## config.mk

```make
export PLATFORM = sky130hd
export DESIGN_NAME = tart_capture
export DESIGN_NICKNAME = d
export VERILOG_FILES = /design/src/logic/mcb_pkg.sv /design/src/logic/capture_pkg.sv /design/src/logic/tart_capture.sv /design/src/logic/aq_scheduler.sv /design/src/logic/burst_counter.sv /design/src/logic/block_buffer.sv /design/src/logic/sample_capture.sv /design/src/logic/fake_antenna.sv
export SDC_FILE = /design/constraint.sdc
export NUM_CORES = 1
export LEC_CHECK = 0
export BUFFER_PORTS_ARGS = -buffer_cell sky130_fd_sc_hd__buf_2
export CORE_AREA = 2 2 198 200
export DETAILED_ROUTE_END_ITERATION = 16
export DIE_AREA = 0 0 200 202
export PLACE_DENSITY = 0.75
export SYNTH_ARGS = -nofsm -noshare
export SYNTH_HDL_FRONTEND = slang
export SYNTH_SLANG_ARGS = --single-unit
```

## constraint.sdc

```tcl
create_clock -name clk_e -period 5.27 [get_ports clk_e]
set_clock_uncertainty 0.05 [all_clocks]
set_input_delay 0.2635 -clock clk_e [delete_from_list [all_inputs] [get_ports clk_e]]
set_output_delay 0.2635 -clock clk_e [all_outputs]
set_load 0.005 [all_outputs]
```

## src/logic/mcb_pkg.sv

```systemverilog
package mcb_pkg;

   // ----------------------------------------------------------
   // Memory controller block bus
   // ----------------------------------------------------------

   // Word address width
   localparam int MCB_ADDR_W = 19;

   // Data word width
   localparam int MCB_DATA_W = 32;

   // One command as seen by the MCB
   typedef struct packed {
      // Command valid, held until ready
      logic                  ce;
      // Write flag
      logic                  wr;
      // Word address, wraps at the top of memory
      logic [MCB_ADDR_W-1:0] adr;
      // Write data, samples zero-extended
      logic [MCB_DATA_W-1:0] dat;
   } mcb_cmd_t;

endpackage

```

## src/logic/capture_pkg.sv

```systemverilog
package capture_pkg;

   // ----------------------------------------------------------
   // Fake antenna source
   // ----------------------------------------------------------

   // LFSR register width, upper bound on antenna count
   localparam int LFSR_W = 24;

   // ----------------------------------------------------------
   // Acquisition sequencing
   // ----------------------------------------------------------

   // Scheduler states, also visible on the debug state port
   typedef enum logic [2:0] {
      IDLE    = 3'd0,
      // Recording one block into the buffer
      CAPTURE = 3'd1,
      // Buffer read of one word
      FETCH   = 3'd2,
      // MCB command held until ready
      WRITE   = 3'd3,
      // Waiting on host read complete
      DONE    = 3'd4
   } aq_state_e;

   // Host control strobes
   typedef struct packed {
      // Start of block capture, single cycle
      logic aq_ce;
      // Fake source select, level
      logic aq_debug;
      // Host has read the block, single cycle
      logic rd_req;
   } aq_ctrl_t;

endpackage
```

## src/logic/tart_capture.sv

```systemverilog
`timescale 1ns/100ps

module tart_capture
   import capture_pkg::*, mcb_pkg::*;
#(
   parameter int  AXNUM     = 24,
   parameter int  BLOCK_LEN = 16,
   localparam int IW        = $clog2(BLOCK_LEN)
) (
   input  logic                  clk_e,
   input  logic                  rst_i,
   // Host strobes
   input  logic                  aq_ce_i,
   input  logic                  aq_debug_i,
   input  logic                  rd_req_i,
   input  logic                  mcb_rdy_i,
   // Antenna lanes
   input  logic [AXNUM-1:0]      ax_data_i,
   output logic [AXNUM-1:0]      ax_data_o,
   // MCB command port
   output logic                  mcb_ce_o,
   output logic                  mcb_wr_o,
   output logic [MCB_ADDR_W-1:0] mcb_adr_o,
   output logic [MCB_DATA_W-1:0] mcb_dat_o,
   // Debug state
   output logic [2:0]            tart_state_o
);

   aq_ctrl_t         ctrl;
   mcb_cmd_t         mcb;
   aq_state_e        state;
   logic [AXNUM-1:0] buf_rd_dat;
   logic [IW-1:0]    wr_idx;
   logic [IW-1:0]    rd_idx;
   logic             wr_last;
   logic             rd_last;
   logic             buf_we;
   logic             wr_clr;
   logic             wr_step;
   logic             rd_clr;
   logic             rd_step;

   assign ctrl = '{aq_ce: aq_ce_i, aq_debug: aq_debug_i, rd_req: rd_req_i};

   // ----------------------------------------------------------
   // Capture path
   // ----------------------------------------------------------

   sample_capture #(
      .AXNUM (AXNUM)
   ) sample_capture_inst (
      .clk_e     (clk_e),
      .rst_i     (rst_i),
      .ctrl_i    (ctrl),
      .ax_data_i (ax_data_i),
      .ax_data_o (ax_data_o)
   );

   // One block of samples
   block_buffer #(
      .WIDTH (AXNUM),
      .DEPTH (BLOCK_LEN)
   ) block_buffer_inst (
      .clk_e    (clk_e),
      .we_i     (buf_we),
      .wr_adr_i (wr_idx),
      .wr_dat_i (ax_data_o),
      .rd_adr_i (rd_idx),
      .rd_dat_o (buf_rd_dat)
   );

   // ----------------------------------------------------------
   // Indices and sequencing
   // ----------------------------------------------------------

   // Capture index
   burst_counter #(
      .LEN (BLOCK_LEN)
   ) wr_counter_inst (
      .clk_e  (clk_e),
      .rst_i  (rst_i),
      .clr_i  (wr_clr),
      .step_i (wr_step),
      .idx_o  (wr_idx),
      .last_o (wr_last)
   );

   // Drain index
   burst_counter #(
      .LEN (BLOCK_LEN)
   ) rd_counter_inst (
      .clk_e  (clk_e),
      .rst_i  (rst_i),
      .clr_i  (rd_clr),
      .step_i (rd_step),
      .idx_o  (rd_idx),
      .last_o (rd_last)
   );

   aq_scheduler #(
      .AXNUM     (AXNUM),
      .BLOCK_LEN (BLOCK_LEN)
   ) aq_scheduler_inst (
      .clk_e     (clk_e),
      .rst_i     (rst_i),
      .ctrl_i    (ctrl),
      .wr_last_i (wr_last),
      .rd_last_i (rd_last),
      .rd_idx_i  (rd_idx),
      .rd_dat_i  (buf_rd_dat),
      .buf_we_o  (buf_we),
      .wr_clr_o  (wr_clr),
      .wr_step_o (wr_step),
      .rd_clr_o  (rd_clr),
      .rd_step_o (rd_step),
      .mcb_rdy_i (mcb_rdy_i),
      .mcb_o     (mcb),
      .state_o   (state)
   );

   // MCB fields onto pins
   assign mcb_ce_o     = mcb.ce;
   assign mcb_wr_o     = mcb.wr;
   assign mcb_adr_o    = mcb.adr;
   assign mcb_dat_o    = mcb.dat;
   assign tart_state_o = state;

endmodule

```

## src/logic/aq_scheduler.sv

```systemverilog
`timescale 1ns/100ps

module aq_scheduler
   import capture_pkg::*, mcb_pkg::*;
#(
   parameter int  AXNUM     = 24,
   parameter int  BLOCK_LEN = 16,
   localparam int IW        = $clog2(BLOCK_LEN)
) (
   input  logic             clk_e,
   input  logic             rst_i,
   input  aq_ctrl_t         ctrl_i,
   // Counter status
   input  logic             wr_last_i,
   input  logic             rd_last_i,
   input  logic [IW-1:0]    rd_idx_i,
   // Buffered sample at the read index
   input  logic [AXNUM-1:0] rd_dat_i,
   // Buffer and counter control
   output logic             buf_we_o,
   output logic             wr_clr_o,
   output logic             wr_step_o,
   output logic             rd_clr_o,
   output logic             rd_step_o,
   // MCB command side
   input  logic             mcb_rdy_i,
   output mcb_cmd_t         mcb_o,
   output aq_state_e        state_o
);

   aq_state_e             state_q;
   aq_state_e             state_d;
   logic [MCB_ADDR_W-1:0] base_q;
   logic                  accept;

   // Word taken by the MCB this cycle
   assign accept = (state_q == WRITE) && mcb_rdy_i;

   // ----------------------------------------------------------
   // State sequencing
   // ----------------------------------------------------------

   always_comb begin
      state_d = state_q;
      case (state_q)
         IDLE: begin
            if (ctrl_i.aq_ce) begin
               state_d = CAPTURE;
            end
         end
         CAPTURE: begin
            // Leaves after the last sample is written
            if (wr_last_i) begin
               state_d = FETCH;
            end
         end
         FETCH: begin
            state_d = WRITE;
         end
         WRITE: begin
            if (mcb_rdy_i) begin
               state_d = rd_last_i ? DONE : FETCH;
            end
         end
         DONE: begin
            if (ctrl_i.rd_req) begin
               state_d = IDLE;
            end
         end
         default: begin
            state_d = IDLE;
         end
      endcase
   end

   always_ff @(posedge clk_e) begin
      if (rst_i) begin
         state_q <= IDLE;
         base_q  <= '0;
      end else begin
         state_q <= state_d;
         // Next block goes right after this one
         if (accept && rd_last_i) begin
            base_q <= base_q + MCB_ADDR_W'(BLOCK_LEN);
         end
      end
   end

   assign state_o = state_q;

   // ----------------------------------------------------------
   // Buffer and counter steering
   // ----------------------------------------------------------

   assign buf_we_o  = (state_q == CAPTURE);
   assign wr_clr_o  = (state_q == IDLE);
   assign wr_step_o = (state_q == CAPTURE) && !wr_last_i;
   // Drain index starts at zero when the first fetch comes
   assign rd_clr_o  = (state_q == CAPTURE);
   assign rd_step_o = accept && !rd_last_i;

   // ----------------------------------------------------------
   // MCB command
   // ----------------------------------------------------------

   // Index and data only move on accept, so the command holds
   always_comb begin
      mcb_o.ce  = (state_q == WRITE);
      mcb_o.wr  = (state_q == WRITE);
      mcb_o.adr = base_q + MCB_ADDR_W'(rd_idx_i);
      mcb_o.dat = MCB_DATA_W'(rd_dat_i);
   end

   // Pending command, buffer read and index together stay put
   mcb_hold_a : assert property (
      @(posedge clk_e) disable iff (rst_i)
      mcb_o.ce && !mcb_rdy_i |=> $stable(mcb_o)
   );

endmodule

```

## src/logic/burst_counter.sv

```systemverilog
`timescale 1ns/100ps

module burst_counter #(
   parameter int  LEN = 16,
   localparam int IW  = $clog2(LEN)
) (
   input  logic          clk_e,
   input  logic          rst_i,
   input  logic          clr_i,
   input  logic          step_i,
   output logic [IW-1:0] idx_o,
   output logic          last_o
);

   // ----------------------------------------------------------
   // Sequence index
   // ----------------------------------------------------------

   logic [IW-1:0] idx_q;

   always_ff @(posedge clk_e) begin
      if (rst_i) begin
         idx_q <= '0;
      end else if (clr_i) begin
         // Clear wins over step
         idx_q <= '0;
      end else if (step_i) begin
         idx_q <= idx_q + 1'b1;
      end
   end

   assign idx_o = idx_q;

   // Terminal index of the block
   assign last_o = (idx_q == IW'(LEN - 1));

   // ----------------------------------------------------------
   // Checks
   // ----------------------------------------------------------

   // Scheduler must leave the burst on last, never wrap the index
   no_wrap_a : assert property (
      @(posedge clk_e) disable iff (rst_i)
      !(step_i && last_o && !clr_i)
   );

endmodule

```

## src/logic/block_buffer.sv

```systemverilog
`timescale 1ns/100ps

module block_buffer #(
   parameter int  WIDTH = 24,
   parameter int  DEPTH = 16,
   localparam int AW    = $clog2(DEPTH)
) (
   input  logic             clk_e,
   input  logic             we_i,
   input  logic [AW-1:0]    wr_adr_i,
   input  logic [WIDTH-1:0] wr_dat_i,
   input  logic [AW-1:0]    rd_adr_i,
   output logic [WIDTH-1:0] rd_dat_o
);

   // ----------------------------------------------------------
   // Sample storage for one block
   // ----------------------------------------------------------

   logic [WIDTH-1:0] mem [DEPTH];

   // Write port
   always_ff @(posedge clk_e) begin
      if (we_i) begin
         mem[wr_adr_i] <= wr_dat_i;
      end
   end

   // Read port, data one cycle after address
   // Rereads every cycle, so a held address holds the data
   always_ff @(posedge clk_e) begin
      rd_dat_o <= mem[rd_adr_i];
   end

   // ----------------------------------------------------------
   // Checks
   // ----------------------------------------------------------

   // Write index from the capture counter stays inside the block
   wr_range_a : assert property (
      @(posedge clk_e)
      we_i |-> (32'(wr_adr_i) < DEPTH)
   );

endmodule

```

## src/logic/sample_capture.sv

```systemverilog
`timescale 1ns/100ps

module sample_capture
   import capture_pkg::*;
#(
   parameter int AXNUM = 24
) (
   input  logic             clk_e,
   input  logic             rst_i,
   input  aq_ctrl_t         ctrl_i,
   input  logic [AXNUM-1:0] ax_data_i,
   output logic [AXNUM-1:0] ax_data_o
);

   logic [AXNUM-1:0] ax_real;
   logic [AXNUM-1:0] ax_fake;
   logic [AXNUM-1:0] ax_mux;

   // ----------------------------------------------------------
   // Debug data source
   // ----------------------------------------------------------

   // Runs only while debug is selected
   fake_antenna #(
      .AXNUM (AXNUM)
   ) fake_antenna_inst (
      .clk_e  (clk_e),
      .rst_i  (rst_i),
      .en_i   (ctrl_i.aq_debug),
      .fake_o (ax_fake)
   );

   // ----------------------------------------------------------
   // Capture registers
   // ----------------------------------------------------------

   // Real or fake lanes
   assign ax_mux = ctrl_i.aq_debug ? ax_fake : ax_real;

   always_ff @(posedge clk_e) begin
      // Pin register, one per antenna
      ax_real   <= ax_data_i;
      // Output register feeds buffer and port
      ax_data_o <= ax_mux;
   end

endmodule

```

## src/logic/fake_antenna.sv

```systemverilog
`timescale 1ns/100ps

module fake_antenna
   import capture_pkg::*;
#(
   parameter int AXNUM = 24
) (
   input  logic             clk_e,
   input  logic             rst_i,
   input  logic             en_i,
   output logic [AXNUM-1:0] fake_o
);

   // ----------------------------------------------------------
   // Pseudo-random antenna bits
   // ----------------------------------------------------------

   logic [LFSR_W-1:0] lfsr_q;
   logic              fb;

   // Taps 24, 23, 22, 17 give a maximal length sequence
   assign fb = lfsr_q[23] ^ lfsr_q[22] ^ lfsr_q[21] ^ lfsr_q[16];

   always_ff @(posedge clk_e) begin
      if (rst_i) begin
         // Nonzero seed
         lfsr_q <= LFSR_W'(1);
      end else if (en_i) begin
         // One step per enabled cycle
         lfsr_q <= {lfsr_q[LFSR_W-2:0], fb};
      end
   end

   // Low bits feed the antenna lanes
   assign fake_o = lfsr_q[AXNUM-1:0];

   // All-zero state would lock the generator up
   lfsr_nonzero_a : assert property (
      @(posedge clk_e) disable iff (rst_i)
      lfsr_q != '0
   );

endmodule

```

Word-level counts from Yosys, hierarchy flattened
Memory sizes are Yosys's and may differ from the RTL's. A register that Yosys moved wholly into a read port is not among the register bits.
Cells that the tools add are included.
{"block": "word_totals", "mem_bits_rw": 384, "wordCells": 44, "reg_bits": 102, "n_memories": 1}
{"block": "op_classes", "add_sub_neg": 4, "n_eq_ne": 10, "muxes": 9, "n_reduce_logical": 10, "bitwise": 3}
{"memory": "block_buffer_inst.mem", "words": 16, "word_bits": 24, "rd": 1, "rd_ports_with_merged_regs": 1, "wr": 1, "line": "block_buffer.sv:20", "source": "logic [WIDTH-1:0] mem [DEPTH];"}
{"cell": "two-way mux 24 bit", "count": 1}
{"cell": "adder 19 x 4 -> 19 bit", "count": 1}
{"cell": "adder 19 x 5 -> 19 bit (second input constant)", "count": 1}
{"cell": "two-way mux 3 bit", "count": 5}
{"cell": "case mux 3 bit (5 select lines)", "count": 1}
{"cell": "adder 4 x 1 -> 4 bit (second input constant)", "count": 2}
{"cell": "== test 4 bit (second input constant)", "count": 2}
{"cell": "== test 3 x 2 -> 1 bit (second input constant)", "count": 2}
{"cell": "inequality test 2 bit (second input constant)", "count": 3}
{"cell": "logical AND 1 bit", "count": 4}
{"cell": "AND reduction 4 bit", "count": 1}
{"cell": "OR reduction 2 bit", "count": 2}
{"cell": "== test 3 x 1 -> 1 bit (second input constant)", "count": 1}
{"cell": "== test 3 bit (second input constant)", "count": 1}
{"cell": "logical NOT 3 bit", "count": 1}
{"cell": "XOR 1 bit", "count": 3}
{"cell": "logical NOT 1 bit", "count": 2}
{"cell": "two-way mux 1 bit", "count": 2}
{"cell": "inequality test 2 x 1 -> 1 bit (second input constant)", "count": 1}

Logic depth before layout (Yosys ltp)
{"block": "logic_depth", "word_depth": 4, "ltp_mapped": 8}

Modules after synthesis
Synthesis repeated with hierarchy kept, for this count alone.
{"block": "unflattened", "hier_cells": 975, "area_unflattened_um2": 18770.5}
{"module": "block_buffer", "n_inst": 1, "area_per_inst_um2": 14930.6, "cells_per_inst": 636, "seq_area_each_um2": 12011.5}
{"module": "sample_capture", "n_inst": 1, "area_per_inst_um2": 1357.6, "cells_per_inst": 75, "seq_area_each_um2": 960.9}
{"module": "aq_scheduler", "n_inst": 1, "area_per_inst_um2": 1196.1, "cells_per_inst": 146, "seq_area_each_um2": 360.3}
{"module": "fake_antenna", "n_inst": 1, "area_per_inst_um2": 918.4, "cells_per_inst": 82, "seq_area_each_um2": 480.5}
{"module": "burst_counter", "n_inst": 2, "area_per_inst_um2": 183.9, "cells_per_inst": 18, "seq_area_each_um2": 80.1}

Worst setup path before layout
No wires, ideal clock.
{"block": "synth_timing", "path_type": "flip-flop to flip-flop", "startpoint": "register aq_scheduler_inst.state_q[0], in the netlist aq_scheduler_inst.state_o[0]", "endpoint": "memory block_buffer_inst.mem[0][0], enable pin", "stages_incl_launch_ff": 5, "path_slack_ns": 2.087, "period_less_slack_ns": 3.183, "t_arrival_ns": 2.698, "path_cell_list": "dfxtp_1 > buf_2 > nor3b_2 > nand2_1 > nor3_1"}
{"block": "synth_between", "elab_chain_cells": 3}
{"item": "start: declaration", "line": "aq_scheduler.sv:31", "source": "aq_state_e state_q;"}
{"item": "start signal: assignment", "line": "aq_scheduler.sv:81", "source": "state_q <= state_d;"}
{"item": "== test 3 x 1 -> 1 bit", "line": "aq_scheduler.sv:95", "source": "assign buf_we_o = (state_q == CAPTURE);"}
{"item": "two-way mux 1 bit", "line": "block_buffer.sv:24", "source": "if (we_i) begin"}
{"item": "two-way mux 1 bit (not written as such)", "line": "block_buffer.sv:25", "source": "mem[wr_adr_i] <= wr_dat_i;"}
{"item": "end: declaration", "line": "block_buffer.sv:20"}
No other way between the ends.

Worst setup path after layout
{"block": "layout_timing", "startpoint": "register aq_scheduler_inst.state_q[0], in the netlist aq_scheduler_inst.state_o[0]", "endpoint": "memory block_buffer_inst.mem[8][4], enable pin"}
The elaborated chain is that of the path after synthesis.

==> results.json <==
{
  "cts-root-buf": "clkbuf_16",
  "final_cells": 1804,
  "regToRegEndpoint": "block_buffer_inst.mem[8][4]$_DFFE_PP_",
  "critPathLaunch": "aq_scheduler_inst.state_o[0]$_SDFFE_PP0P_",
  "via_per_inst": 5.62,
  "slew_violations": 0,
  "grt_pass1_wl_mm": 59.6,
  "gp_congestion": 0.804,
  "clk_pin_slew_ns": 0.06,
  "finalSetupTns_ns": 0,
  "seq_area_frac_synth_pct": 74.1,
  "nNetsFinal": 1282,
  "ys_seq_elements": 506,
  "ant_nets": 0,
  "synth_flop_cell": "edfxtp_1",
  "reg2reg_from": "aq_scheduler_inst.state_o[0]$_SDFFE_PP0P_",
  "port_buffers": 101,
  "power_density_nw_per_um2": 368,
  "fin_crit_sh_pct": 54.0,
  "num-fill-cells": 2877,
  "hold_violations": 0,
  "dpl.hpwl_mm": 22.9,
  "synth.distinct_cells": 53,
  "seq_area_um2": 14000,
  "final_util_pct": 56.7,
  "drc_errors": 0,
  "numCtsBuffers": 48,
  "final_layout_size_suffix_gt1_share_pct": 22.7,
  "cts_tree": "yes",
  "cpMaxStageDelayCell": "nor2_2",
  "worstSetupStartpointType": "register",
  "die_area_um2": 40400,
  "finalWorstSetupSlack_ns": 2.43,
  "crit_chain": "nor3b_2 > nand2_1 > nor2_2 > buf_4",
  "cts_max_path_buffers": 3,
  "reg2regPathDepth": 4,
  "yosysWarnings": 0,
  "layout.cells.most_common_list": "384 x edfxtp_1, 120 x dfxtp_1, 101 x buf_2, 98 x mux2i_1, 62 x nand2_1",
  "rsz0062_at_grt": "false",
  "netlist_area_um2": 18800,
  "dpl_worst_slack_ns": 2.44,
  "crit_path_max_fanout": 13,
  "htreeDepth": 2,
  "worstPathArrival_ns": 3.04,
  "die_height_um": 202,
  "totalWireLength_mm": 39.5,
  "hold_class": "in -> reg",
  "setup_violations": 0,
  "ios": 110,
  "design_area_um2": 21700,
  "placedCellCount": 1688,
  "gr-usage-all-layers_pct": 19.7,
  "p_leak_uw": 0.00734,
  "cap_viol_max_count": 0,
  "endpoint": "block_buffer_inst.mem[8][4]$_DFFE_PP_",
  "post-route-min-period_ns": 2.84,
  "grt_pass1_vias": 10100,
  "insertion_delay_ns": 0.56,
  "dpl_cell_area_um2": 19800,
  "grt_max_degree": 72,
  "relSlewSlack_pct": 26.5,
  "critPathKind": "reg -> reg",
  "vias": 10100,
  "max_stage_delay_ns": 0.83,
  "core_um2": 38300,
  "worstPathRequired_ns": 5.47,
  "ff2ff_setup_slack_ns": 2.43,
  "peakVddDrop_mv": 0.254,
  "drt_first_pass_iters": 5,
  "fmax_ghz": 0.352,
  "async_flop_share_pct": 0,
  "syn_inst": 1105,
  "syn2layout_area_growth_pct": 15.2,
  "die_x_um": 200,
  "first_iter_violations": 1002,
  "hp-start": "aq_ce_i",
  "avgSynthCellArea_um2": 17.1,
  "antennaDiodeCount": 0,
  "gr-total-overflow": 0,
  "cp-end-kind": "register",
  "num_rows": 72,
  "initial_core_util_pct": 49.2,
  "wl_per_cell_um": 21.9,
  "final_common_cell": "edfxtp_1",
  "antenna_found_initial": 0,
  "clock-sinks": 506,
  "worst_pin_slew_ns": 1.10,
  "multiInputGateArea_um2": 4380,
  "status": "finished, final reports clean",
  "synth_edf_count": 384
}
## Yosys cell counts (9+ instances only)
cell      instances  area, um2
edfxtp_1        384      11500
dfxtp_1         122       2440
mux2i_1          98        981
nand2_1          62        233
mux4_2           48       1080
o21ai_0          47        235
a221oi_1         38        333
a21oi_1          33        165
nor2_1           29        109
inv_1            28        105
clkbuf_1         27        101
nand2b_1         25        156
a22oi_1          24        180
buf_4            17        128
buf_6            17        191
a221oi_2         10        150
xnor2_1          10       87.6
nand3_1           9       45.0
o21ai_1           9       45.0
## layer usage
metal	up-vias	part of all wire (%)	track usage, %
met5	-	0	0
met4	0	1.8	4.89
met3	55	8.7	3.92
met2	445	47	31.1
met1	5096	42	28.3
li1	4548	-	-
## worst min path at each step
stage	end	slack (ns)	depth (start not counted)
after CTS	aq_scheduler_inst.state_o[0]$_SDFFE_PP0P_	0.06	3
after floorplan	sample_capture_inst.ax_real[0]$_DFF_P_	0.24	0
after global routing	aq_scheduler_inst.state_o[0]$_SDFFE_PP0P_	0.07	3
after global placement	sample_capture_inst.ax_real[2]$_DFF_P_	0.32	1
final	aq_scheduler_inst.state_o[0]$_SDFFE_PP0P_	0.08	3
after detailed placement	sample_capture_inst.ax_real[12]$_DFF_P_	0.32	1
## critical path, delay by kind of cell (launching register included)
kind	cells	cell delay [ns]
DFF	1	0.47
and+or+nand+nor	3	1.59
buffers and inverters	1	0.40
## stage by stage
step           power, uW  hold WS [ns]
3_5_place_dp        4600         0.317
5_1_grt             8220        0.0673
6_report            7990        0.0810
2_1_floorplan       4520         0.241
4_1_cts             8040        0.0573
3_3_place_gp        4590         0.317
## power breakdown
part	leakage [uW]	internal, uW	switching (uW)
Clock	0.000787	2040	1430
Sequential	0.00453	4340	60.8
Combinational	0.00203	63.6	66.6
Total	0.00734	6440	1550
## final cells by class
class | count | share of cell area, %
inverters | 29 | 0.501
flip-flops and latches | 506 | 64.4
multi-input cells | 507 | 20.2
clock buffers | 67 | 6.39
clock inverters | 23 | 1.05
repair buffers | 154 | 4.52
well taps | 518 | 2.98
## kinds of logic (layout without fill, tap and decap cells)
| kind of cell | after synthesis | count (layout) | synth area share (%) |
|---|---|---|---|
| AO/OA/AOI/OAI | 168 | 168 | 6.18 |
| XOR/XNOR | 14 | 14 | 0.651 |
| adder cells (fa/ha/maj) | 6 | 6 | 0.398 |
| buffers and inverters | 99 | 273 | 3.04 |
| flip-flops | 506 | 506 | 74.1 |
| multiplexers | 148 | 148 | 11.1 |
| other | 1 | 8 | 0.0199 |
| AND/OR/NAND/NOR | 163 | 163 | 4.50 |
## registers in the layout (all words and copies together), names as in the netlist
register                                      count
block_buffer_inst.mem                           384
block_buffer_inst.rd_dat_o                       24
sample_capture_inst.ax_data_o                    24
sample_capture_inst.ax_real                      24
sample_capture_inst.fake_antenna_inst.fake_o     24
aq_scheduler_inst.base_q                         15
rd_counter_inst.idx_o                             4
wr_counter_inst.idx_o                             4
aq_scheduler_inst.state_o                         3
## repair_timing
item                                   in CTS  in global routing
resized for setup                           0                  0
endpoints found under the hold margin      26                  0
hold buffers                               26                  0
buffers inserted                            0                  0
Note: power is estimated with default switching activity, not from simulation.
